## src/logic/cache_settings.svh

```systemverilog
`ifndef CACHE_SETTINGS_SVH
`define CACHE_SETTINGS_SVH

////////////////////////////////////////
// cpu side

`define CACHE_ADDR_W       30    // word-byte address without the memory select bits
`define CACHE_WORD_W       32
`define CACHE_BYTE_OFS_W   2     // byte within a word
`define CACHE_INDEX_W      10
`define CACHE_WSEL_W       1     // two words per line
`define CACHE_BUF_DEPTH_W  4     // 16 write buffer entries
`define CACHE_COUNT_W      32

////////////////////////////////////////
// axi side

`define CACHE_AXI_ADDR_W   32
`define CACHE_AXI_LEN_W    8
`define CACHE_AXI_SIZE_W   3
`define CACHE_AXI_BURST_W  2

`endif
```

## src/logic/cache_pkg.sv

```systemverilog
package cache_pkg;
`include "cache_settings.svh"

   // address field positions with the tag in the remaining bits
   localparam int wsel_lo  = `CACHE_BYTE_OFS_W;
   localparam int index_lo = wsel_lo + `CACHE_WSEL_W;
   localparam int tag_lo   = index_lo + `CACHE_INDEX_W;
   localparam int tag_w    = `CACHE_ADDR_W - tag_lo;

   typedef logic [`CACHE_WORD_W-1:0]           word_t;
   typedef logic [`CACHE_WORD_W/8-1:0]         strb_t;
   typedef logic [`CACHE_ADDR_W-1:0]           cpu_addr_t;
   typedef logic [tag_w-1:0]                   tag_t;
   typedef logic [`CACHE_INDEX_W-1:0]          index_t;
   typedef logic [`CACHE_WSEL_W-1:0]           word_sel_t;
   typedef logic [`CACHE_COUNT_W-1:0]          count_t;
   typedef logic [`CACHE_ADDR_W-wsel_lo-1:0]   word_addr_t;

   typedef struct packed
   {
      cpu_addr_t addr;
      word_t     wdata;
      strb_t     wstrb;    // all zero for a read
   } cpu_req_t;

   typedef struct packed
   {
      strb_t      strb;
      word_addr_t addr;
      word_t      data;
   } wbuf_entry_t;

   typedef struct packed
   {
      logic [`CACHE_AXI_ADDR_W-1:0]  addr;
      logic [`CACHE_AXI_LEN_W-1:0]   len;
      logic [`CACHE_AXI_SIZE_W-1:0]  size;
      logic [`CACHE_AXI_BURST_W-1:0] burst;
   } axi_ar_t;

   typedef enum logic [2:0]
   {
      ctrl_idle,
      ctrl_compare,
      ctrl_write_wait,
      ctrl_fill_wait,
      ctrl_reread,
      ctrl_hit,
      ctrl_gap
   } ctrl_state_t;

   typedef enum logic [1:0] {fill_idle, fill_addr, fill_beats} fill_state_t;
   typedef enum logic [1:0] {wbuf_idle, wbuf_addr, wbuf_data} wbuf_state_t;

endpackage

```

## src/logic/line_fill.sv

```systemverilog
`include "cache_settings.svh"

module line_fill
   import cache_pkg::*;
(
   input  logic      clk,
   input  logic      ctrl_reset,
   input  logic      fill_start,
   input  cpu_addr_t line_addr,
   output logic      fill_busy,
   output axi_ar_t   ar,
   output logic      ar_valid,
   input  logic      ar_ready,
   input  logic      r_valid,
   input  word_t     r_data,
   input  logic      r_last,
   output logic      r_ready,
   output logic      fill_we,
   output word_sel_t fill_sel,
   output word_t     fill_data,
   output logic      fill_tag_we,
   output tag_t      fill_tag
);

   localparam int beats = 2**`CACHE_WSEL_W;

   fill_state_t state;
   word_sel_t   beat;    // bank for the next beat

   assign fill_busy   = (state != fill_idle);
   assign fill_we     = (state == fill_beats) && r_valid && r_ready;
   assign fill_sel    = beat;
   assign fill_data   = r_data;
   assign fill_tag_we = fill_we && r_last;
   assign fill_tag    = line_addr[tag_lo +: tag_w];

   always_ff @(posedge clk or posedge ctrl_reset)
   begin
      if (ctrl_reset)
      begin
         state    <= fill_idle;
         ar_valid <= 1'b0;
         r_ready  <= 1'b0;
         beat     <= '0;
      end
      else
         case (state)
            fill_idle:
               if (fill_start)
               begin
                  ar_valid <= 1'b1;
                  beat     <= '0;
                  state    <= fill_addr;
               end
            fill_addr:
               if (ar_ready)
               begin
                  ar_valid <= 1'b0;
                  r_ready  <= 1'b1;
                  state    <= fill_beats;
               end
            default:
               if (fill_we)
               begin
                  beat <= beat + 1'b1;
                  if (r_last)
                  begin
                     r_ready <= 1'b0;
                     state   <= fill_idle;
                  end
               end
         endcase
   end

   // line aligned incr burst of 4 byte beats
   always_ff @(posedge clk)
   begin
      if (state == fill_idle && fill_start)
      begin
         ar.addr  <= {{(`CACHE_AXI_ADDR_W-`CACHE_ADDR_W){1'b0}},
                      line_addr[`CACHE_ADDR_W-1:index_lo], {index_lo{1'b0}}};
         ar.len   <= `CACHE_AXI_LEN_W'(beats - 1);
         ar.size  <= 3'b010;
         ar.burst <= 2'b01;
      end
   end

endmodule

```

## config.mk

```make
export PLATFORM = sky130hd
export DESIGN_NAME = line_fill
export DESIGN_NICKNAME = d
export VERILOG_FILES = /design/src/logic/cache_pkg.sv /design/src/logic/line_fill.sv
export VERILOG_INCLUDE_DIRS = /design/src /design/src/logic
export SDC_FILE = /design/constraint.sdc
export NUM_CORES = 1
export LEC_CHECK = 0
export BUFFER_PORTS_ARGS = -buffer_cell sky130_fd_sc_hd__buf_2
export CORE_MARGIN = 2
export CORE_UTILIZATION = 30
export DETAILED_ROUTE_END_ITERATION = 6
export GPL_TIMING_DRIVEN = 0
export PLACE_DENSITY = 0.71
export SLEW_MARGIN = 20
export SYNTH_ARGS = -nofsm -noshare
export SYNTH_HDL_FRONTEND = slang
export SYNTH_SLANG_ARGS = --single-unit
```

## constraint.sdc

```tcl
create_clock -name clk -period 5.15 [get_ports clk]
set_clock_uncertainty 0.2 [all_clocks]
set_input_delay 0.7725 -clock clk [delete_from_list [all_inputs] [get_ports clk]]
set_output_delay 0.7725 -clock clk [all_outputs]
set_load 0.05 [all_outputs]
```

==> flow_metrics.env <==
export IMPL_run_status="complete, no violations"
export IMPL_syn_inst=127
export IMPL_nNetsFinal=332
export IMPL_cp_depth=5
export IMPL_startpoint_type="input pin"
export IMPL_htreeDepth=2
export IMPL_rows=26
export IMPL_post_cts_resize_count=0
export IMPL_maxCapViolations=0
export IMPL_synth_area_leaders="edfxtp_1 51%, buf_4 32%, dfrtp_1 7.9%"
export IMPL_critical_path_top_delay_family="simple AND/OR/NAND/NOR gates"
export IMPL_io_buffers=114
export IMPL_cts_hold_buf=0
export IMPL_synth_compound_area_frac=0.03771
export IMPL_numClockSinks=32
export IMPL_crit_buf_inv=2
export IMPL_syn_avg_cell_area_um2=12.54
export IMPL_path_max_fanout=3
export IMPL_antenna_cells=0
export IMPL_seqCellArea_um2=935.9
export IMPL_worstPathCellList="buf_2 -> nor2b_2 -> and3_4 -> and2_4 -> buf_2"
export IMPL_grt_setup_unrepaired="false"
export IMPL_crit_top_cell="buf_2"
export IMPL_arrival_ns=1.59
export IMPL_hold_violations=0
export IMPL_fin_crit_sh=0.4983
export IMPL_synthAdderAreaFrac=0
export IMPL_synthSimpleGateAreaFrac=0.03849
export IMPL_ios=168
export IMPL_path_clk_slew_ns=0.06
export IMPL_cts_made_buffers=5
export IMPL_muxShareOfSynthArea=0.006284
export IMPL_clock_latency_ns=0.27
export IMPL_grt_max_degree=28
export IMPL_cts_tree="yes"
export IMPL_firstDrtPassIters=4
export IMPL_drt_iter0_drc=30
export IMPL_area_delta_synth_final_pct=52.32
export IMPL_post_cts_buffers=0
export IMPL_synth_xor_area_share=0
export IMPL_initial_utilization=0.3119
export IMPL_die_w_um=76.87
export IMPL_end_kind="output pin"
export IMPL_ys_ff_latch=32
export IMPL_p_leak_uw=0.001262
export IMPL_postRouteAntennaNets=0
export IMPL_ir_drop_uv=107.5
export IMPL_synth_edf_count=27
export IMPL_avgRoutedWirePerCell_um=9.281
export IMPL_cts_buffer_depth=2
export IMPL_synth_top_family_by_area="buffers and inverters"
export IMPL_drc=0
export IMPL_root_buffer="clkbuf_8"
export IMPL_r2r_end="ar[42]"
export IMPL_drive_gt1_frac=0.7321
export IMPL_crit_path_max_incr_delay_ns=0.25
export IMPL_critPathRequiredTime_ns=4.18
export IMPL_finalMaxSlewViolations=0
export IMPL_yosysTopAreaCellShare=0.5090
export IMPL_yosysWarnings=0
export IMPL_vias_per_cell=3.648
export IMPL_rrSetupSlack_ns=3.19
export IMPL_cp_slowest_cell="buf_2"
export IMPL_ys_types=17
export IMPL_grt_overflow=0
export IMPL_grt_first_pass_wirelength_um=4726
export IMPL_post_dp_hpwl_um=2655
export IMPL_period_needed_ns=2.566
export IMPL_vias=1222
export IMPL_reg2reg_from="state[0]"
export IMPL_grt_pass1_vias=1122
export IMPL_worstSetupPathType="in2out"
export IMPL_slew_headroom=0.5331
export IMPL_gp_congestion=0.7129
export IMPL_finalWirelength_um=3109
export IMPL_tns_ns=0
export IMPL_die_area_um2=5908
export IMPL_synth_most_common_cell="buf_4"
export IMPL_synth_area_leader_cell="edfxtp_1"
export IMPL_setup_viol=0
export IMPL_syn_area_um2=1593
export IMPL_setup_ws_ns=2.584
export IMPL_core_um2=5107
export IMPL_fill_cells=482
export IMPL_pre_cts_slack_ns=2.580
export IMPL_die_h_um=76.87
export IMPL_worst_hold_path_type="in2async"
export IMPL_worst_hold_slack_ns=0.1915
export IMPL_ys_async_sr_fraction=0.1563
export IMPL_synth_ff_type="edfxtp_1"
export IMPL_synthTopCellsByCount="67 x buf_4, 27 x edfxtp_1, 5 x dfrtp_1, 5 x o21ai_0"
export IMPL_track_usage=0.1007
export IMPL_worst_pin_slew_ns=0.6987
export IMPL_antenna_found_initial=0
export IMPL_synth_seq_area_share=0.5876
export IMPL_power_density_nw_per_um2=291.6
export IMPL_ff2ff_path_depth=2
export IMPL_multi_input_area_um2=206.4
export IMPL_timing_fmax_mhz=389.7
metal layers:
| metal | up-vias | global-route usage | wire [um] |
|---|---|---|---|
| li1 | 606 | - | - |
| met4 | 0 | 0.04909 | 58 |
| met3 | 7 | 0.03647 | 404 |
| met5 | - | 0 | 0 |
| met1 | 508 | 0.1035 | 1113 |
| met2 | 101 | 0.1798 | 1532 |
worst max path at each step:
stage	end	slack, ns	from
floorplan	ar[16]	2.47	state[0]
global placement	ar[37]	2.01	fill_start
detailed placement	fill_tag_we	2.58	r_valid
CTS	fill_tag_we	2.58	r_valid
global route	fill_tag_we	2.54	r_valid
finish	fill_tag_we	2.58	r_valid
layout by cell type, fill, tap and decap left out, drive strengths merged, types with 4 or more instances in the layout:
master	instances
dfrtp	5
o21ai	6
edfxtp	27
clkbuf	6
a21oi	4
nor2	4
buf	181
inv	4
conb	18
final cells by class:
cell class                 instances  area share
clock buffer                       6     0.02991
buffer                            67      0.2073
tap                               70     0.03610
sequential                        32      0.3858
multi-input combinational         40     0.08510
inverter                           4    0.006189
timing repair buffer             114      0.2352
clock inverter                     2     0.01444
state kept, by name, indices dropped and copies added (netlist names):
name and cells:
r_ready 1, ar 27, ar_valid 1, fill_sel 1, state 2
stage by stage:
stage / total power, uW / util / cells / area [um^2]
6_report: 707.4 / 0.4750 / 335 / 2426
4_1_cts: 714.6 / 0.4750 / 335 / 2426
2_1_floorplan: 452.8 / - / 143 / 1653
5_1_grt: 735.5 / 0.4750 / 335 / 2426
3_5_place_dp: 488.7 / 0.4539 / 327 / 2318
3_3_place_gp: 486.7 / 0.4525 / 327 / 2311
power by group:
group | internal [uW] | switching, uW
clock network | 143 | 80.4
logic | 61.7 | 128
registers | 285 | 9.06
total | 490 | 217
logic make-up after synthesis:
group,Yosys count
muxes,1
other,2
buffers and inverters,71
AOI/OAI and AO/OA,11
and+or+nand+nor,10
DFF,32
Note: power is estimated with default switching activity, not from simulation.
