[src/logic/cache_settings.svh]
`ifndef CACHE_SETTINGS_SVH
`define CACHE_SETTINGS_SVH

////////////////////////////////////////
// cpu side

`define CACHE_ADDR_W       30    // word-byte address without the memory select bits
`define CACHE_WORD_W       32
`define CACHE_BYTE_OFS_W   2     // byte within a word
`define CACHE_INDEX_W      10
`define CACHE_WSEL_W       1     // two words per line
`define CACHE_BUF_DEPTH_W  4     // 16 write buffer entries
`define CACHE_COUNT_W      32

////////////////////////////////////////
// axi side

`define CACHE_AXI_ADDR_W   32
`define CACHE_AXI_LEN_W    8
`define CACHE_AXI_SIZE_W   3
`define CACHE_AXI_BURST_W  2

`endif
[src/logic/cache_pkg.sv]
package cache_pkg;
`include "cache_settings.svh"

   // address field positions with the tag in the remaining bits
   localparam int wsel_lo  = `CACHE_BYTE_OFS_W;
   localparam int index_lo = wsel_lo + `CACHE_WSEL_W;
   localparam int tag_lo   = index_lo + `CACHE_INDEX_W;
   localparam int tag_w    = `CACHE_ADDR_W - tag_lo;

   typedef logic [`CACHE_WORD_W-1:0]           word_t;
   typedef logic [`CACHE_WORD_W/8-1:0]         strb_t;
   typedef logic [`CACHE_ADDR_W-1:0]           cpu_addr_t;
   typedef logic [tag_w-1:0]                   tag_t;
   typedef logic [`CACHE_INDEX_W-1:0]          index_t;
   typedef logic [`CACHE_WSEL_W-1:0]           word_sel_t;
   typedef logic [`CACHE_COUNT_W-1:0]          count_t;
   typedef logic [`CACHE_ADDR_W-wsel_lo-1:0]   word_addr_t;

   typedef struct packed
   {
      cpu_addr_t addr;
      word_t     wdata;
      strb_t     wstrb;    // all zero for a read
   } cpu_req_t;

   typedef struct packed
   {
      strb_t      strb;
      word_addr_t addr;
      word_t      data;
   } wbuf_entry_t;

   typedef struct packed
   {
      logic [`CACHE_AXI_ADDR_W-1:0]  addr;
      logic [`CACHE_AXI_LEN_W-1:0]   len;
      logic [`CACHE_AXI_SIZE_W-1:0]  size;
      logic [`CACHE_AXI_BURST_W-1:0] burst;
   } axi_ar_t;

   typedef enum logic [2:0]
   {
      ctrl_idle,
      ctrl_compare,
      ctrl_write_wait,
      ctrl_fill_wait,
      ctrl_reread,
      ctrl_hit,
      ctrl_gap
   } ctrl_state_t;

   typedef enum logic [1:0] {fill_idle, fill_addr, fill_beats} fill_state_t;
   typedef enum logic [1:0] {wbuf_idle, wbuf_addr, wbuf_data} wbuf_state_t;

endpackage

[src/logic/access_counters.sv]
module access_counters
   import cache_pkg::*;
(
   input  logic       clk,
   input  logic       ctrl_reset,
   input  logic       hit_evt,
   input  logic       read_miss_evt,
   input  logic       write_miss_evt,
   input  logic [1:0] stat_addr,
   output count_t     stat_data
);

   count_t     counts [3];    // hits, read misses, write misses
   logic [2:0] evts;

   assign evts = {write_miss_evt, read_miss_evt, hit_evt};

   always_ff @(posedge clk or posedge ctrl_reset)
   begin
      if (ctrl_reset)
      begin
         for (int i = 0; i < 3; i++)
            counts[i] <= '0;
      end
      else
      begin
         for (int i = 0; i < 3; i++)
            if (evts[i])
               counts[i] <= counts[i] + 1'b1;
      end
   end

   // readout one clock after the select
   always_ff @(posedge clk)
   begin
      case (stat_addr)
         2'd0:    stat_data <= counts[0];
         2'd1:    stat_data <= counts[1];
         2'd2:    stat_data <= counts[2];
         default: stat_data <= '0;
      endcase
   end

endmodule

[config.mk]
export PLATFORM = sky130hd
export DESIGN_NAME = access_counters
export DESIGN_NICKNAME = d
export VERILOG_FILES = /design/src/logic/cache_pkg.sv /design/src/logic/access_counters.sv
export VERILOG_INCLUDE_DIRS = /design/src /design/src/logic
export SDC_FILE = /design/constraint.sdc
export NUM_CORES = 1
export LEC_CHECK = 0
export BUFFER_PORTS_ARGS = -buffer_cell sky130_fd_sc_hd__buf_2
export CAP_MARGIN = 15
export CORE_MARGIN = 2
export CORE_UTILIZATION = 45
export CTS_CLUSTER_SIZE = 14
export DETAILED_ROUTE_END_ITERATION = 10
export PLACE_DENSITY_LB_ADDON = 0.12
export RECOVER_POWER = 50
export REMOVE_ABC_BUFFERS = 1
export SLEW_MARGIN = 20
export SYNTH_ARGS = -nofsm -noshare
export SYNTH_HDL_FRONTEND = slang
export SYNTH_SLANG_ARGS = --single-unit
[constraint.sdc]
create_clock -name clk -period 4.23 [get_ports clk]
set_input_delay 0.423 -clock clk [delete_from_list [all_inputs] [get_ports clk]]
set_output_delay 0.423 -clock clk [all_outputs]
set_load 0.01 [all_outputs]
==> flow_metrics.tcl, run 1 <==
set metrics [dict create \
    status "finished, violations left" \
    failed_checks "capacitance limit, slew limit" \
    yosysWarnings 0 \
    final_common_cell "dfrtp_1" \
    required_ns 4.45 \
    routed_wl_mm 12.0 \
    post-cts-setup-buffers 0 \
    detail-route-antenna-nets 0 \
    pre_cts_ws_ns 1.88 \
    antenna_found_initial 0 \
    cts_tree "built" \
    syn2layout_area_growth_pct 15.5 \
    synthFlopType "dfrtp_1" \
    worstSkewPairLatency_ns 0.42 \
    drtIter0Drc 337 \
    fp.dieH_um 116 \
    ctsHoldBuffers 0 \
    grt_pass1_vias 3905 \
    fin_crit_sh_pct 57.8 \
    rows 40 \
    slew_headroom_pct -8.19 \
    skew_ns 0.00955 \
    cp.arrival_ns 2.67 \
    r2r-start "counts[64]" \
    synth_edf_count 0 \
    crit_buf_inv 3 \
    r2r_cells 5 \
    cp-startpoint "ctrl_reset" \
    dpl.hpwl_mm 8.47 \
    drt-wirelength-per-cell_um 16.0 \
    final_util_pct 53.7 \
    viasPerCell 5.24 \
    reg2reg_to "counts[90]" \
    ios 39 \
    fmax_mhz 409 \
    crit_fanout 66 \
    vias 3927 \
    drive_above_1_share_pct 7.22 \
    first_pass_iters 5 \
    initial_core_util_pct 46.5 \
    cts.path.max_buffers 2 \
    synth_area_per_cell_um2 10.7 \
    cp.depth 3 \
    rrSetupSlack_ns 2.16 \
    cts-root-buf "clkbuf_16" \
    end_kind "async pin" \
    hold_class "in2reg" \
    synth_top_cell_area_share_pct 42.6 \
    fin_nets 579 \
    p_leak_nw 2.87 \
    cts_resized 0 \
    period_minus_slack_ns 2.44 \
    finalHoldViolations 0 \
    numCtsBuffers 17 \
    die_w_um 116 \
    cp_top_family "buffers and inverters" \
    grt.overflow.total 0 \
    synth_cell_types 28 \
    postSynthCellCount 528 \
    antenna_cells 0 \
    syn_area_um2 5630 \
    slew_violations 67 \
    worst_pin_slew_ns 1.62 \
    synthArstFlopShare_pct 75.0 \
    drv_cap 1 \
    startpoint_type "input port" \
    fillerInstances 1087 \
    layout_common_cells "dfrtp_1 (96), nand2_1 (68), xnor2_1 (57), clkbuf_1 (38), xor2_1 (36)" \
    ys_ff_latch 128 \
    seq_area_frac_synth_pct 54.0 \
    whs_ns 0.250 \
    grt_setup_unrepaired "false" \
    power.density_nw_per_um2 485 \
    hold_start "write_miss_evt" \
    dp_cells 718 \
    path_clk_slew_ns 0.06 \
    timing.final.ws_setup_ns 1.79 \
    synthTopCellsByArea "dfrtp_1 (43%), dfxtp_1 (11%), xnor2_1 (8.9%)" \
    ir_drop_uv 251 \
    routabilityCongestion 0.842 \
    h-tree-depth 4 \
    cpMaxStageDelayCell "clkbuf_2" \
    cts.sinks 128 \
    stdcell_count 750 \
    slowest_delay_ns 1.31 \
    fin_tns_setup_ns 0 \
    hold_depth 2 \
    drc 0 \
    port_buffers 38 \
    die-area_um2 13400 \
    grt_first_pass_wirelength_mm 20.1 \
    fp.coreArea_um2 12100 \
    worstSetupPathType "in2async" \
    finalSetupViolations 0 \
    synth_top_area_cell "dfrtp_1" \
    grt_use_total_pct 20.1 \
    grt_max_degree 67 \
    cp_cell_sequence "buf_2 > clkinvlp_2 > clkbuf_2" \
    critPathCapture "counts[31]" \
]
[sequential cells by signal (all words and copies together), names as in the netlist]
name,cells
stat_data,32
counts,96
[how the worst min path moves through the flow]
stage / slack (ns) / to
2_1_floorplan: 0.44 / counts[95]
6_report: 0.25 / counts[0]
5_1_grt: 0.23 / counts[0]
3_5_place_dp: 0.47 / counts[63]
3_3_place_gp: 0.46 / counts[31]
4_1_cts: 0.03 / counts[34]
[power breakdown]
part / total (mW) / switching (mW) / internal, mW
registers: 1.49 / 0.147 / 1.34
clock network: 1.37 / 0.507 / 0.864
logic: 0.297 / 0.158 / 0.139
[stage by stage]
stage               cell area, µm²  power [mW]
floorplan                     5570        1.69
global placement              5980        1.81
detailed placement            5980        1.81
CTS                           6550        3.20
global route                  6510        3.31
finish                        6510        3.16
[area by class of cell]
type / count / area, µm² / area share (%)
tap: 168 / 210 / 3.23
clock buffer: 28 / 539 / 8.29
sequential: 128 / 3040 / 46.8
timing repair buffer: 39 / 155 / 2.38
clock inverter: 4 / 25.0 / 0.385
multi-input combinational: 375 / 2500 / 38.5
inverter: 8 / 31.3 / 0.481
[worst reg2reg max path, delay by kind of cell (launching register included)]
family	cells	cell delay [ns]
DFF	1	0.40
xor gates and xnor gates	1	0.17
and+or+nand+nor	3	1.11
adders and majority gates	1	0.26
[cell usage after synthesis (2+ instances only)]
cell type and instances:
and2_1 4, mux2_2 3, inv_1 8, clkbuf_1 16, mux2i_1 32, and4_1 12
nor3_1 12, xnor2_1 57, xor2_1 36, or2_2 2, and3_1 18, dfrtp_1 96
nand4b_1 2, nand3_1 27, nor4_1 16, nor2_1 15, nand4_1 30, o21ai_0 32
ha_1 3, dfxtp_1 32, nand2_1 68
[cell families (layout without fill, tap and decap cells)]
kind of cell,after synthesis,in the layout,synth area share (%)
multiplexers,35,35,6.28
XOR/XNOR,93,93,14.5
AND/OR/NAND/NOR,212,212,20.1
buffers and inverters,25,79,1.69
flip-flops,128,128,54.0
AO/OA/AOI/OAI,32,32,2.84
adder cells (fa/ha/maj),3,3,0.666
[per-layer routing]
| layer | vias up | routed length (µm) | GRT usage [%] | share of wire (%) |
|---|---|---|---|---|
| met5 | - | 0 | 0 | 0 |
| met1 | 1893 | 6060 | 28.9 | 50 |
| li1 | 1938 | - | - | - |
| met2 | 84 | 5220 | 27.9 | 43 |
| met4 | 0 | 157 | 6.90 | 1.3 |
| met3 | 12 | 586 | 7.27 | 4.9 |
(Power assumes the default switching activity.)
==> inputs of run 2 (changes only) <==
- clock period: 4.23 -> 2.1 ns (I/O delays scaled with it)
==> run 2 against run 1 <==
  * The run now ends clean
  * Critical path depth is 2 higher
  * Count of clock-buffer cells in the layout fell by 2
  * Clock power increased by 100%
  * Sequential cell count is the same
  * Total power increased by 100%
  * Clock skew shrank 0.0022 ns
  * Core utilization increased by 1.2 points
  * Combinational power rose by 120%
  * Sequential power rose by 100%
  * Final area up 2.3%
  * Sequential share of layout area fell by 1.1 points
  * First-iteration DRC count up 4.5%
  * Largest cell class unchanged
==> flow_metrics.tcl, run 2 (synthesized netlist as in run 1, its figures left out) <==
set metrics [dict create \
    fmax_mhz 522 \
    cp-startpoint "counts[0]" \
    ios 39 \
    fp.dieH_um 116 \
    ir_drop_uv 504 \
    h-tree-depth 4 \
    cts.path.max_buffers 2 \
    antenna_found_initial 0 \
    largest-register "counts" \
    detail-route-antenna-nets 0 \
    cts_resized 0 \
    crit_fanout 6 \
    largest_reg_flops 96 \
    fin_nets 593 \
    path_clk_slew_ns 0.05 \
    power.total_mw 6.43 \
    pwr-share-comb_pct 10.0 \
    worst_pin_slew_ns 1.20 \
    whs_ns 0.0448 \
    finalSetupViolations 0 \
    finalHoldViolations 0 \
    grt_use_total_pct 19.8 \
    top_regs "counts (96), stat_data (32)" \
    period_minus_slack_ns 1.91 \
    swShare_pct 25.2 \
    p_int_mw 4.81 \
    hold_class "in2reg" \
    layout_common_cells "dfrtp_1 (96), nand2_1 (68), xnor2_1 (57), buf_2 (37), xor2_1 (36)" \
    numCtsBuffers 17 \
    cp.arrival_ns 2.25 \
    antenna_cells 0 \
    grt_first_pass_wirelength_mm 20.0 \
    first_pass_iters 4 \
    drtIter0Drc 352 \
    initial_core_util_pct 46.5 \
    slew_headroom_pct 19.8 \
    drv_cap 0 \
    die-area_um2 13400 \
    r2r-start "counts[0]" \
    port_buffers 38 \
    power_switching_mw 1.62 \
    end_kind "register" \
    status "complete, no violations" \
    syn2layout_area_growth_pct 18.2 \
    routed_wl_mm 12.2 \
    drc 0 \
    grt_pass1_vias 3832 \
    p_leak_nw 3.07 \
    hold_start "hit_evt" \
    power_frac_clock_pct 43.6 \
    slew_violations 0 \
    skew_ns 0.00733 \
    grt.overflow.total 0 \
    routabilityCongestion 0.838 \
    power.density_nw_per_um2 966 \
    viasPerCell 5.20 \
    grt_max_degree 37 \
    grt_setup_unrepaired "false" \
    cts_tree "built" \
    seq_power_share_pct 46.5 \
    vias 3975 \
    drive_above_1_share_pct 14.3 \
    worstSetupPathType "reg2reg" \
    ff_latch_area_um2 3040 \
    cts-root-buf "clkbuf_16" \
    fillerInstances 1081 \
    die_w_um 116 \
    worstSkewPairLatency_ns 0.42 \
    fin_crit_sh_pct 91.2 \
    dpl.hpwl_mm 8.81 \
    startpoint_type "register" \
    required_ns 2.44 \
    fp.coreArea_um2 12100 \
    drt-wirelength-per-cell_um 15.9 \
    final_common_cell "dfrtp_1" \
    cts.sinks 128 \
    multiInputGateArea_um2 2500 \
    rows 40 \
]
## run 2: cell count changes in the layout (fill, tap and decap cells not counted), moves of 2 or more
| cell | previous run | this run |
|---|---|---|
| clkbuf_16 | 19 | 17 |
| buf_2 | 6 | 37 |
| bufinv_16 | 0 | 2 |
| clkbuf_4 | 0 | 2 |
| buf_4 | 0 | 10 |
| clkbuf_1 | 38 | 8 |
## run 2: metal layers
metal  vias up  share of wire, %  GRT usage (%)
met2        87                43           27.8
met3        15               3.8           6.49
met1      1912                52           28.9
li1       1961                 -              -
met4         0               1.6           6.27
met5         -                 0              0
## run 2: path summary, 6_finish.rpt
check	to	slack, ns	cells past startpoint
worst min register to register	counts[31]	0.47	1
worst max register to register	counts[20]	0.19	5
worst min-delay path	counts[64]	0.04	2
min in group asynchronous	counts[34]	0.57	3
worst max-delay path	counts[20]	0.19	5
max in group asynchronous	counts[69]	0.42	4
## run 2: what timing repair did
action                                 4_1_cts  5_1_grt
buffers inserted                             0        0
endpoints found under the hold margin       26        0
hold buffers                                 1        0
## run 2: critical path, cell delays in order (launching register included)
cell	delay [ns]
dfrtp_1	0.41
ha_1	0.18
and3_1	0.23
or3b_1	0.48
nor4_1	0.36
xor2_1	0.18
## run 2: layout make-up
class / instances / area share, %
flip-flops and latches: 128 / 45.7
multi-input cells: 375 / 37.5
clock buffers: 26 / 7.20
repair buffers: 53 / 4.72
well taps: 168 / 3.16
clock inverters: 6 / 1.24
inverters: 8 / 0.470
## run 2: metrics by stage
stage | TNS [ns] | std cells | instance area, µm² | setup WS (ns) | util [%]
2_1_floorplan | -59.08 | 511 | 5570 | -0.615 | -
3_3_place_gp | 0 | 731 | 6120 | 0.237 | 50.5
3_5_place_dp | 0 | 731 | 6120 | 0.196 | 50.5
4_1_cts | 0 | 764 | 6690 | 0.201 | 55.2
5_1_grt | 0 | 764 | 6660 | 0.0606 | 55.0
6_report | 0 | 764 | 6660 | 0.185 | 55.0
## run 2: power groups by stage
stage / Combinational [mW] / Clock, mW / Sequential, mW
global placement: 0.640 / 0 / 3.01
global route: 0.720 / 2.98 / 3.03
detailed placement: 0.658 / 0 / 3.03
finish: 0.640 / 2.80 / 2.99
CTS: 0.663 / 2.87 / 2.99
floorplan: 0.415 / 0 / 2.99
