File: src/logic/cache_settings.svh
`ifndef CACHE_SETTINGS_SVH
`define CACHE_SETTINGS_SVH

////////////////////////////////////////
// cpu side

`define CACHE_ADDR_W       30    // word-byte address without the memory select bits
`define CACHE_WORD_W       32
`define CACHE_BYTE_OFS_W   2     // byte within a word
`define CACHE_INDEX_W      10
`define CACHE_WSEL_W       1     // two words per line
`define CACHE_BUF_DEPTH_W  4     // 16 write buffer entries
`define CACHE_COUNT_W      32

////////////////////////////////////////
// axi side

`define CACHE_AXI_ADDR_W   32
`define CACHE_AXI_LEN_W    8
`define CACHE_AXI_SIZE_W   3
`define CACHE_AXI_BURST_W  2

`endif
File: src/logic/cache_pkg.sv
package cache_pkg;
`include "cache_settings.svh"

   // address field positions with the tag in the remaining bits
   localparam int wsel_lo  = `CACHE_BYTE_OFS_W;
   localparam int index_lo = wsel_lo + `CACHE_WSEL_W;
   localparam int tag_lo   = index_lo + `CACHE_INDEX_W;
   localparam int tag_w    = `CACHE_ADDR_W - tag_lo;

   typedef logic [`CACHE_WORD_W-1:0]           word_t;
   typedef logic [`CACHE_WORD_W/8-1:0]         strb_t;
   typedef logic [`CACHE_ADDR_W-1:0]           cpu_addr_t;
   typedef logic [tag_w-1:0]                   tag_t;
   typedef logic [`CACHE_INDEX_W-1:0]          index_t;
   typedef logic [`CACHE_WSEL_W-1:0]           word_sel_t;
   typedef logic [`CACHE_COUNT_W-1:0]          count_t;
   typedef logic [`CACHE_ADDR_W-wsel_lo-1:0]   word_addr_t;

   typedef struct packed
   {
      cpu_addr_t addr;
      word_t     wdata;
      strb_t     wstrb;    // all zero for a read
   } cpu_req_t;

   typedef struct packed
   {
      strb_t      strb;
      word_addr_t addr;
      word_t      data;
   } wbuf_entry_t;

   typedef struct packed
   {
      logic [`CACHE_AXI_ADDR_W-1:0]  addr;
      logic [`CACHE_AXI_LEN_W-1:0]   len;
      logic [`CACHE_AXI_SIZE_W-1:0]  size;
      logic [`CACHE_AXI_BURST_W-1:0] burst;
   } axi_ar_t;

   typedef enum logic [2:0]
   {
      ctrl_idle,
      ctrl_compare,
      ctrl_write_wait,
      ctrl_fill_wait,
      ctrl_reread,
      ctrl_hit,
      ctrl_gap
   } ctrl_state_t;

   typedef enum logic [1:0] {fill_idle, fill_addr, fill_beats} fill_state_t;
   typedef enum logic [1:0] {wbuf_idle, wbuf_addr, wbuf_data} wbuf_state_t;

endpackage

File: src/logic/cache_control.sv
`include "cache_settings.svh"

module cache_control
   import cache_pkg::*;
(
   input  logic        clk,
   input  logic        ctrl_reset,
   input  logic        cpu_valid,
   input  cpu_req_t    cpu_req,
   output logic        cpu_ack,
   output word_t       cpu_rdata,
   output index_t      index,
   output word_sel_t   word_sel,
   output strb_t       cpu_wstrb,
   output word_t       cpu_wdata,
   input  tag_t        tag,
   input  logic        valid,
   input  word_t       rdata,
   output logic        fill_start,
   input  logic        fill_busy,
   output logic        buf_push,
   output wbuf_entry_t buf_entry,
   input  logic        buf_full,
   output logic        hit_evt,
   output logic        read_miss_evt,
   output logic        write_miss_evt
);

   ctrl_state_t state;
   logic        is_write;
   logic        hit;
   logic        lookup;

   ////////////////////////////////////////
   // lookup

   assign index    = cpu_req.addr[index_lo +: $bits(index_t)];
   assign word_sel = cpu_req.addr[wsel_lo +: $bits(word_sel_t)];
   assign is_write = |cpu_req.wstrb;
   assign hit      = valid && (tag == cpu_req.addr[tag_lo +: tag_w]);
   assign lookup   = (state == ctrl_compare);

   assign hit_evt        = lookup && hit;
   assign read_miss_evt  = lookup && !hit && !is_write;
   assign write_miss_evt = lookup && !hit && is_write;
   assign fill_start     = read_miss_evt;

   // only a write hit updates the array
   assign cpu_wstrb = hit_evt ? cpu_req.wstrb : '0;
   assign cpu_wdata = cpu_req.wdata;

   ////////////////////////////////////////
   // write-through

   assign buf_push       = is_write && !buf_full
                           && (lookup || state == ctrl_write_wait);
   assign buf_entry.strb = cpu_req.wstrb;
   assign buf_entry.addr = cpu_req.addr[`CACHE_ADDR_W-1:wsel_lo];
   assign buf_entry.data = cpu_req.wdata;

   ////////////////////////////////////////
   // access fsm

   always_ff @(posedge clk or posedge ctrl_reset)
   begin
      if (ctrl_reset)
      begin
         state   <= ctrl_idle;
         cpu_ack <= 1'b0;
      end
      else
      begin
         cpu_ack <= 1'b0;    // single cycle pulse
         case (state)
            ctrl_idle:
               if (cpu_valid)
                  state <= ctrl_compare;
            ctrl_compare, ctrl_write_wait:
               if (is_write)
               begin
                  if (buf_full)
                     state <= ctrl_write_wait;    // hold cpu until a slot frees
                  else
                  begin
                     cpu_ack <= 1'b1;
                     state   <= ctrl_gap;
                  end
               end
               else if (hit)
                  state <= ctrl_hit;
               else
                  state <= ctrl_fill_wait;
            ctrl_fill_wait:
               if (!fill_busy)
                  state <= ctrl_reread;
            ctrl_reread:
               state <= ctrl_hit;    // array read of the new line
            ctrl_hit:
            begin
               cpu_ack <= 1'b1;
               state   <= ctrl_gap;
            end
            default:
               state <= ctrl_idle;
         endcase
      end
   end

   always_ff @(posedge clk)
   begin
      if (state == ctrl_hit)
         cpu_rdata <= rdata;
   end

endmodule

File: config.mk
export PLATFORM = sky130hd
export DESIGN_NAME = cache_control
export DESIGN_NICKNAME = d
export VERILOG_FILES = /design/src/logic/cache_pkg.sv /design/src/logic/cache_control.sv
export VERILOG_INCLUDE_DIRS = /design/src /design/src/logic
export SDC_FILE = /design/constraint.sdc
export NUM_CORES = 1
export LEC_CHECK = 0
export BUFFER_PORTS_ARGS = -buffer_cell sky130_fd_sc_hd__buf_4
export CELL_PAD_IN_SITES_DETAIL_PLACEMENT = 0
export CELL_PAD_IN_SITES_GLOBAL_PLACEMENT = 1
export CORE_ASPECT_RATIO = 0.75
export CORE_MARGIN = 2
export CORE_UTILIZATION = 24
export CTS_CLUSTER_SIZE = 24
export DETAILED_ROUTE_END_ITERATION = 10
export PLACE_DENSITY_LB_ADDON = 0.1
export REMOVE_ABC_BUFFERS = 1
export SYNTH_ARGS = -nofsm -noshare
export SYNTH_HDL_FRONTEND = slang
export SYNTH_SLANG_ARGS = --single-unit
File: constraint.sdc
create_clock -name clk -period 8 [get_ports clk]
set_clock_uncertainty 0.15 [all_clocks]
set_input_delay 0.4 -clock clk [delete_from_list [all_inputs] [get_ports clk]]
set_output_delay 0.4 -clock clk [all_outputs]
set_load 0.02 [all_outputs]
==> impl_metrics.py, run 1 <==
metrics = {
    "cells_and_area": {
        "nFillCells": 997,
        "antenna_cells": 0,
        "area_of_the_multi_input_gates_um2": 404,
        "share_of_post_route_cells_with_drive_strength_above_1": 0.593,
        "final_util": 0.300,
        "final_cells": 385,
        "layout.cell_area.non_filler_um2": 2860,
        "area.growth.synth_to_final_pct": 22.6,
        "seqCellArea_um2": 1060,
        "fin_nets": 373,
    },
    "logic_synthesis": {
        "synth_enable_flop_cells": 32,
        "post_synth_inst_count": 217,
        "post_synthesis_cell_area_um2": 2330,
        "ys_seq_area_frac": 0.454,
        "ys_warn_count": 0,
        "ys_dominant_reg_cell": "edfxtp_1",
        "synth.lib_cells_used.distinct": 32,
        "ys_async_sr_fraction": 0.111,
        "synthesis.area_per_instance_um2": 10.8,
        "synth.ff_latch_count": 36,
    },
    "die": {
        "die_width_um": 118,
        "ioPinCount": 270,
        "die_h_um": 89.4,
        "dieArea_um2": 10500,
        "starting_density": 0.245,
        "cell_row_count": 31,
        "core_area_um2": 9540,
    },
    "detailed_routing": {
        "detailedRoute.firstPassIterationCount": 4,
        "antenna_violation_net_count_after_detailed_routing": 0,
        "route.detailed.wl_per_inst_um": 29.1,
        "dr_total_vias": 1642,
        "route.detailed.vias_per_inst": 4.26,
        "first_drt_iteration_drcs": 87,
        "drc_errors": 0,
        "postRouteWirelength_mm": 11.2,
    },
    "timing": {
        "final.setup.tns_ns": 0,
        "final-setup-viol-count": 0,
        "min_period_ns": 2.66,
        "setup_repair_after_global_routing_missed_its_margin": "false",
        "finalMaxSlewViolations": 0,
        "postLayoutSetupSlackWorst_ns": 5.34,
        "final_min_period_over_clock_period": 0.333,
        "timing.slew.headroom": 0.579,
        "achievable-frequency_mhz": 376,
        "final-hold-violation-count": 0,
        "worst_pin_slew_ns": 0.626,
    },
    "worst_setup_path": {
        "critPathRequiredTime_ns": 7.45,
        "timing.reg2reg.worst_path_depth": 3,
        "timing.critical_path.depth": 6,
        "cp-end-kind": "output port",
        "critical_path.startpoint_type": "primary input",
        "critPathKind": "in2out",
        "crit_path_max_incr_delay_ns": 0.48,
        "critical_path_buf_inv_count": 2,
        "cp_slowest_cell": "nor4_1",
        "worst-path-max-fanout": 5,
        "critPathArrivalTime_ns": 2.11,
        "worst_path_dominant_cell_family": "simple AND/OR/NAND/NOR gates",
        "critical_path.cell_chain": "buf_4 > xor2_1 > nor4_1 > nand3_1 > nor4_1 > buf_4",
    },
    "hold_path": {
        "hold_depth": 1,
        "hold_class": "in2reg",
    },
    "place": {
        "place.detailed.instances": 376,
        "dpl.hpwl_mm": 10.0,
        "io_buffers": 138,
        "pre_cts_slack_ns": 5.42,
        "gp_congestion": 0.845,
        "instance_area_at_placement_um2": 2710,
    },
    "global_routing": {
        "gr-total-overflow": 0,
        "grt_pass1_vias": 1641,
        "pin_count_of_the_biggest_net_entering_global_routing": 34,
        "initial_antenna_violation_count": 0,
        "grt_first_pass_wirelength_mm": 14.3,
        "grt.total_usage": 0.206,
    },
    "cts": {
        "clock_tree_from_tritoncts": "built",
        "clock_sinks": 36,
        "clock_insertion_delay_at_the_later_pin_of_the_skew_report_ns": 0.27,
        "post_cts_buffers": 0,
        "clk_root_buffer_cell": "clkbuf_16",
        "clk_pin_slew_worst_paths_ns": 0.05,
        "clock_tree.buffer_depth": 2,
        "total_clock_buffers_created_by_cts": 5,
        "htreeDepth": 2,
    },
    "power": {
        "power_density_over_the_cells_nw_per_um2": 232,
        "p_leak_nw": 1.25,
        "ir_drop_uv": 106,
    },
    "job": {
        "maxCapViolCount": 0,
    },
    "run_status": {
        "status": "finished clean",
    },
}
cell usage in the layout (no fill, tap or decap):
master,netlist,layout
a31oi_1,3,3
a222oi_1,1,1
dlygate4sd3_1,0,1
or4_4,2,2
edfxtp_1,32,32
nand4_1,1,1
nor3_1,3,3
o22ai_1,2,2
or3_1,1,1
o21ai_1,1,1
a211oi_1,2,2
o32ai_1,1,1
nand2_1,2,2
nand3_1,1,1
a31o_1,1,1
clkbuf_1,2,1
nand2b_1,2,2
xor2_1,8,8
a21oi_1,2,2
o21ai_0,1,1
xnor2_1,7,7
nor4_1,9,9
nor2_1,5,4
inv_2,1,1
nand3b_1,1,1
clkinv_1,0,1
or2_2,1,1
and3_1,1,1
buf_4,108,139
clkinvlp_4,0,1
nor2b_1,1,1
clkbuf_16,0,5
inv_1,9,9
nor2_2,0,1
dfrtp_1,4,4
worst paths after layout:
check	start	endpoint	slack, ns
worst min register to register	state[0]	state[0]	0.48
worst max register to register	state[1]	cpu_rdata[15]	6.31
min in group asynchronous	ctrl_reset	state[1]	0.44
worst max-delay path	cpu_req[58]	cpu_wstrb[3]	5.34
worst min-delay path	rdata[27]	cpu_rdata[27]	0.14
max in group asynchronous	ctrl_reset	cpu_ack	7.09
cell type report:
class / instances / area share
clock buffer: 6 / 0.0450
clock inverter: 2 / 0.00394
inverter: 10 / 0.0131
multi-input combinational: 59 / 0.141
sequential: 36 / 0.371
tap: 132 / 0.0577
timing repair buffer: 140 / 0.368
routing by layer:
| metal | track usage | vias up | part of all wire |
|---|---|---|---|
| li1 | - | 693 | - |
| met1 | 0.169 | 698 | 0.30 |
| met2 | 0.307 | 233 | 0.43 |
| met3 | 0.265 | 12 | 0.25 |
| met4 | 0.0219 | 6 | 0.0033 |
| met5 | 0.116 | - | 0.014 |
synthesized netlist by cell type (2+ instances only):
cell type	count	area (µm²)
a21oi_1	2	10.0
xor2_1	8	70.1
dfrtp_1	4	100
edfxtp_1	32	961
xnor2_1	7	61.3
nand2_1	2	7.51
nand2b_1	2	12.5
a31oi_1	3	18.8
nor4_1	9	56.3
a211oi_1	2	15.0
nor3_1	3	15.0
inv_1	9	33.8
or4_4	2	22.5
o22ai_1	2	12.5
nor2_1	5	18.8
clkbuf_1	2	7.51
buf_4	108	811
logic make-up (layout without fill, tap and decap cells):
| logic type | count (synthesis) | count (layout) | share of synthesized area |
|---|---|---|---|
| buffers and inverters | 122 | 158 | 0.374 |
| DFF | 36 | 36 | 0.454 |
| and+or+nand+nor | 30 | 30 | 0.0756 |
| xor gates and xnor gates | 15 | 15 | 0.0563 |
| AOI/OAI and AO/OA | 14 | 14 | 0.0402 |
where the power goes:
group          switching [mW]  leakage [nW]  total, mW  internal [mW]
clock network          0.0717        0.0645      0.186          0.114
logic                   0.114         0.842      0.209         0.0948
registers              0.0235         0.342      0.270          0.247
state kept, by name (all words and copies together), names as in the netlist:
name,count
state,3
cpu_ack,1
cpu_rdata,32
timing repair:
| item | CTS | global route |
|---|---|---|
| endpoints found under the hold margin | 4 | 0 |
| hold buffers | 1 | 0 |
| gates resized for setup | 0 | 0 |
per-stage QoR:
stage	power [mW]	hold WS (ns)
2_1_floorplan	0.370	0.0161
3_3_place_gp	0.485	0.161
3_5_place_dp	0.484	0.166
4_1_cts	0.674	0.134
5_1_grt	0.699	0.131
6_report	0.665	0.144
No activity file was read; power rests on OpenSTA's default activity.
==> inputs of run 2 (changes only) <==
Settings changed: CORE_UTILIZATION 24 to 20.
Clock period 8 ns to 2.1 ns, I/O delays scaled along.
==> impl_metrics.py, run 2 (same netlist as run 1, synthesis figures left out) <==
metrics = {
    "run_status": {
        "status": "complete, but fails checks",
        "violated_checks": "hold timing",
    },
    "power": {
        "p_leak_nw": 1.43,
        "design_power_total_mw": 2.73,
        "ir_drop_uv": 279,
        "power_density_over_the_cells_nw_per_um2": 833,
    },
    "detailed_routing": {
        "drc_errors": 0,
        "detailedRoute.firstPassIterationCount": 5,
        "antenna_violation_net_count_after_detailed_routing": 0,
        "postRouteWirelength_mm": 10.4,
        "dr_total_vias": 1777,
        "route.detailed.vias_per_inst": 4.08,
        "route.detailed.wl_per_inst_um": 23.8,
        "first_drt_iteration_drcs": 85,
    },
    "cts": {
        "clock_sinks": 36,
        "clk_pin_slew_worst_paths_ns": 0.06,
        "clock_tree_from_tritoncts": "built",
        "clock_insertion_delay_at_the_later_pin_of_the_skew_report_ns": 0.28,
        "clk_root_buffer_cell": "clkbuf_16",
        "cts_resized": 0,
        "clock_tree.buffer_depth": 2,
        "total_clock_buffers_created_by_cts": 5,
        "htreeDepth": 2,
    },
    "worst_setup_path": {
        "critical-path-top-cell-by-count": "buf_4",
        "r2r_slack_ns": 0.48,
        "cp-end-kind": "output port",
        "critical_path.reg2reg.endpoint": "cpu_ack",
        "critPathArrivalTime_ns": 1.67,
        "critPathKind": "reg2out",
        "crit_path_start": "state[1]",
        "cp_slowest_cell": "or3_1",
        "critical_path.startpoint_type": "flop",
        "worst-path-max-fanout": 4,
        "timing.reg2reg.worst_path_depth": 5,
        "worstReg2RegStart": "state[1]",
        "crit_path_max_incr_delay_ns": 0.44,
        "critPathRequiredTime_ns": 1.85,
        "critical_path.cell_chain": "or3_1 > buf_4 > a211oi_1 > buf_4",
    },
    "timing": {
        "setup_repair_after_global_routing_missed_its_margin": "false",
        "finalHoldWorstSlack_ns": -0.00150,
        "worst_pin_slew_ns": 0.449,
        "min_period_ns": 1.93,
        "final-setup-viol-count": 0,
        "achievable-frequency_mhz": 518,
        "final-hold-violation-count": 1,
        "finalMaxSlewViolations": 0,
        "final_min_period_over_clock_period": 0.918,
        "final.setup.tns_ns": 0,
        "timing.slew.headroom": 0.698,
    },
    "job": {
        "maxCapViolCount": 0,
    },
    "place": {
        "gp_congestion": 0.762,
        "io_buffers": 138,
        "dpl.hpwl_mm": 8.72,
    },
    "cells_and_area": {
        "share_of_post_route_cells_with_drive_strength_above_1": 0.541,
        "top_regs": "cpu_rdata: 32 flops, state: 3 flops, cpu_ack: 1 flops",
        "top_register": "cpu_rdata",
        "layout.cells.most_common": "buf_4",
        "area.growth.synth_to_final_pct": 40.4,
        "mostFrequentLayoutCells": "buf_4 (145), dlygate4sd3_1 (33), edfxtp_1 (32), inv_1 (9), nor4_1 (9)",
        "fin_nets": 412,
        "antenna_cells": 0,
        "largest_reg_flops": 32,
    },
    "global_routing": {
        "initial_antenna_violation_count": 0,
        "pin_count_of_the_biggest_net_entering_global_routing": 34,
        "grt_util_met1": 0.176,
        "grt.total_usage": 0.155,
        "grt_pass1_vias": 1767,
        "globalRouteMet2Util": 0.173,
        "grt_first_pass_wirelength_mm": 13.3,
        "use_met3": 0.185,
        "grt_most_used_layer": "met3",
        "gr-total-overflow": 0,
    },
    "die": {
        "die_h_um": 97.6,
        "cell_row_count": 34,
        "starting_density": 0.203,
        "core_area_um2": 11500,
        "ioPinCount": 270,
        "dieArea_um2": 12600,
        "die_width_um": 129,
    },
    "hold_path": {
        "hold_class": "in2reg",
        "hold_depth": 3,
        "worstHoldStart": "cpu_valid",
        "whs_endpoint": "state[0]",
    },
}
## run 2: changes by cell type in the layout (fill, tap and decap cells not counted)
| cell | change |
|---|---|
| buf_12 | +1 |
| buf_4 | +6 |
| clkbuf_8 | +1 |
| clkinv_1 | -1 |
| dlygate4sd3_1 | +32 |
| nor2_2 | -1 |
| nor2_4 | +1 |
## run 2: timing repair
action,CTS,global route
endpoints found under the hold margin,36,0
buffers inserted,0,0
endpoints found under the setup margin,0,0
hold buffers,33,0
## run 2: worst max-delay path: cells and delay by family, from the launching register on
family / cells / cell delay [ns]
flops: 1 / 0.37
buf+inv: 2 / 0.36
compound gates: 1 / 0.22
simple gates: 1 / 0.44
## run 2: worst max path at each step
stage                endpoint  slack [ns]
6_report       write_miss_evt        0.17
5_1_grt        write_miss_evt        0.06
4_1_cts         read_miss_evt        0.12
3_5_place_dp     cpu_wstrb[2]        0.32
3_3_place_gp     cpu_wstrb[3]        0.30
2_1_floorplan    cpu_rdata[0]       -0.47
## run 2: power breakdown
| part | internal (mW) | switching (mW) |
|---|---|---|
| clock network | 0.472 | 0.287 |
| logic | 0.468 | 0.526 |
| registers | 0.939 | 0.0382 |
| total | 1.88 | 0.851 |
## run 2: area by class of cell
class                           count  area [µm²]
Fill cell                        1238        8210
Timing Repair Buffer              179        1440
Sequential cell                    36        1060
Multi-Input combinational cell     59         409
Tap cell                          144         180
Clock buffer                        7         143
Inverter                           10        37.5
Clock inverter                      1        7.51
## run 2: layer usage
metal  vias up  wire, µm
met4         4       111
met2       192      3760
met5         -       118
li1        771         -
met1       795      3990
met3        15      2390
## run 2: per-stage QoR
stage          std cells  instance area [µm²]   util  worst slack (ns)
6_report             436                 3280  0.285             0.171
5_1_grt              436                 3280  0.285            0.0648
4_1_cts              436                 3280  0.285             0.122
3_5_place_dp         395                 2800  0.243             0.321
3_3_place_gp         395                 2800  0.243             0.299
2_1_floorplan        105                 1500      -            -0.467
==> inputs of run 3 (changes only) <==
Settings changed: ABC_AREA set to 1.
==> impl_metrics.py, run 3 <==
metrics = {
    "worst_setup_path": {
        "timing.reg2reg.worst_path_depth": 2,
        "critical_path.cell_chain": "nor3_1 > nand4_1 > buf_4 > nor2_1 > buf_4",
        "critPathArrivalTime_ns": 1.62,
        "critical_path.reg2reg.endpoint": "cpu_rdata[22]",
        "worst_path_dominant_cell_family": "simple AND/OR/NAND/NOR gates",
        "crit_path_max_incr_delay_ns": 0.45,
        "critPathKind": "reg2out",
        "cp-end-kind": "output port",
        "cp_slowest_cell": "dfrtp_1",
        "worstReg2RegStart": "state[1]",
        "critical_path.startpoint_type": "flop",
        "critical-path-top-cell-by-count": "buf_4",
        "worst-path-max-fanout": 6,
        "critical_path_buf_inv_count": 2,
        "r2r_slack_ns": 0.66,
        "critPathRequiredTime_ns": 1.85,
    },
    "place": {
        "instance_area_at_placement_um2": 2960,
        "io_buffers": 138,
        "pre_cts_slack_ns": 0.425,
        "gp_congestion": 0.739,
        "dpl.hpwl_mm": 8.80,
        "place.detailed.instances": 486,
    },
    "logic_synthesis": {
        "synth.lib_cells_used.distinct": 21,
        "ys_warn_count": 0,
        "yosys-top-cells-count": "buf_4 (108), nand2_1 (51), inv_1 (34)",
        "ys_dominant_reg_cell": "edfxtp_1",
        "ys_async_sr_fraction": 0.111,
        "yosys_top_cell_by_area": "edfxtp_1",
        "synth_enable_flop_cells": 32,
        "post_synthesis_cell_area_um2": 2500,
        "synth_compound_area_frac": 0.0140,
        "post_synth_inst_count": 289,
        "synth_top_area_frac": 0.385,
        "synthTopCellsByArea": "edfxtp_1 (38%), buf_4 (32%), nand2_1 (7.7%)",
        "yosys.area_share.simple": 0.163,
        "synth.ff_latch_count": 36,
        "yosysMostFrequentCell": "buf_4",
        "synth_fa_ha_area_frac": 0,
        "synthesis.area_per_instance_um2": 8.64,
        "synth.mux.area_fraction": 0,
        "ys_seq_area_frac": 0.425,
        "synth_top_family_by_area": "buffers and inverters",
        "synth_xor_xnor_area_share": 0.0175,
    },
    "die": {
        "die_width_um": 133,
        "starting_density": 0.204,
        "dieArea_um2": 13400,
        "core_area_um2": 12200,
        "die_h_um": 101,
        "ioPinCount": 270,
        "cell_row_count": 35,
    },
    "hold_path": {
        "hold_depth": 0,
        "whs_endpoint": "buf_entry[29]",
        "hold_class": "in2out",
        "worstHoldStart": "cpu_req[33]",
    },
    "global_routing": {
        "gr-total-overflow": 0,
        "grt.total_usage": 0.150,
        "grt_first_pass_wirelength_mm": 13.7,
        "initial_antenna_violation_count": 0,
        "pin_count_of_the_biggest_net_entering_global_routing": 35,
        "grt_pass1_vias": 1936,
    },
    "power": {
        "ir_drop_uv": 310,
        "power_density_over_the_cells_nw_per_um2": 775,
        "p_leak_nw": 1.68,
    },
    "detailed_routing": {
        "antenna_violation_net_count_after_detailed_routing": 0,
        "detailedRoute.firstPassIterationCount": 4,
        "drc_errors": 0,
        "route.detailed.wl_per_inst_um": 19.7,
        "dr_total_vias": 1995,
        "route.detailed.vias_per_inst": 3.77,
        "first_drt_iteration_drcs": 80,
        "postRouteWirelength_mm": 10.4,
    },
    "cells_and_area": {
        "top_regs": "cpu_rdata: 32 flops, state: 3 flops, cpu_ack: 1 flops",
        "seqCellArea_um2": 1060,
        "layout.cells.most_common": "buf_4",
        "final_cells": 529,
        "area_of_the_multi_input_gates_um2": 490,
        "share_of_post_route_cells_with_drive_strength_above_1": 0.419,
        "layout.cell_area.non_filler_um2": 3440,
        "nFillCells": 1325,
        "mostFrequentLayoutCells": "buf_4 (139), nand2_1 (51), inv_1 (34), dlygate4sd3_1 (34), edfxtp_1 (32)",
        "largest_reg_flops": 32,
        "fin_nets": 483,
        "antenna_cells": 0,
        "area.growth.synth_to_final_pct": 37.7,
        "top_register": "cpu_rdata",
        "final_util": 0.282,
    },
    "timing": {
        "final.setup.tns_ns": 0,
        "setup_repair_after_global_routing_missed_its_margin": "false",
        "final_min_period_over_clock_period": 0.891,
        "postLayoutSetupSlackWorst_ns": 0.230,
        "finalMaxSlewViolations": 0,
        "timing.slew.headroom": 0.787,
        "worst_pin_slew_ns": 0.318,
        "final-setup-viol-count": 0,
        "achievable-frequency_mhz": 535,
        "min_period_ns": 1.87,
        "final-hold-violation-count": 0,
    },
    "cts": {
        "clock_tree_from_tritoncts": "built",
        "clk_root_buffer_cell": "clkbuf_16",
        "htreeDepth": 2,
        "cts_resized": 0,
        "clock_insertion_delay_at_the_later_pin_of_the_skew_report_ns": 0.28,
        "clock_tree.buffer_depth": 2,
        "clock_sinks": 36,
        "clk_pin_slew_worst_paths_ns": 0.05,
        "total_clock_buffers_created_by_cts": 5,
    },
    "run_status": {
        "status": "finished clean",
    },
    "job": {
        "maxCapViolCount": 0,
    },
}
[run 3: cell count changes after synthesis, sizes merged, moves of 3 or more]
cell   before  now
a31oi       3    0
inv        10   36
nand2       2   52
nand3       1    6
nand4       1    6
nor2        5   26
nor4        9    0
o21ai       2    5
xnor2       7    4
xor2        8    1
[run 3: worst register-to-register path: stages, from the launching register on]
cell and delay [ns]:
dfrtp_1 0.45, nor3_2 0.27, buf_12 0.25
[run 3: report_power, final]
group	internal (mW)	switching (mW)	total, mW
Combinational	0.416	0.527	0.944
Sequential	0.956	0.0616	1.02
Clock	0.436	0.269	0.705
[run 3: metrics by stage]
step / hold slack [ns] / power, mW
after global routing: 0.0602 / 2.84
final: 0.0601 / 2.67
after floorplan: -0.279 / 1.47
after global placement: -0.138 / 1.94
after detailed placement: -0.136 / 1.94
after CTS: 0.0602 / 2.72
[run 3: routing by layer]
metal / part of all wire / global-route usage / vias to the layer above / wire length [µm]
met5: 0.013 / 0.115 / - / 138
met4: 0.0088 / 0.0289 / 4 / 91
met2: 0.29 / 0.136 / 195 / 3060
li1: - / - / 937 / -
met1: 0.45 / 0.196 / 848 / 4680
met3: 0.23 / 0.173 / 11 / 2430
[run 3: cell families (layout without fill, tap and decap cells)]
logic type,count (synthesis),count (layout)
AND/OR/NAND/NOR,96,96
flip-flops,36,36
AO/OA/AOI/OAI,7,7
buffers and inverters,145,219
XOR/XNOR,5,5
[run 3: how the worst max path moves through the flow]
stage,cells after the start,to,slack [ns],startpoint
after floorplan,1,cpu_rdata[0],-1.27,state[1]
after global placement,4,cpu_wstrb[1],0.46,state[1]
after detailed placement,4,cpu_wstrb[0],0.43,state[1]
after CTS,4,cpu_wstrb[0],0.10,state[1]
after global routing,5,cpu_wstrb[0],0.11,state[1]
final,5,cpu_wstrb[0],0.23,state[1]
[run 3: layout make-up]
cell class | count | area share
inverter | 37 | 0.0407
clock buffer | 7 | 0.0386
sequential | 36 | 0.308
multi-input combinational | 108 | 0.143
timing repair buffer | 174 | 0.408
tap | 166 | 0.0604
clock inverter | 1 | 0.00109
[run 3: repair_timing]
item / 4_1_cts / 5_1_grt
hold buffers: 34 / 0
setup endpoints to repair: 0 / 2
hold endpoints to repair: 37 / 0
setup buffers: 0 / 1
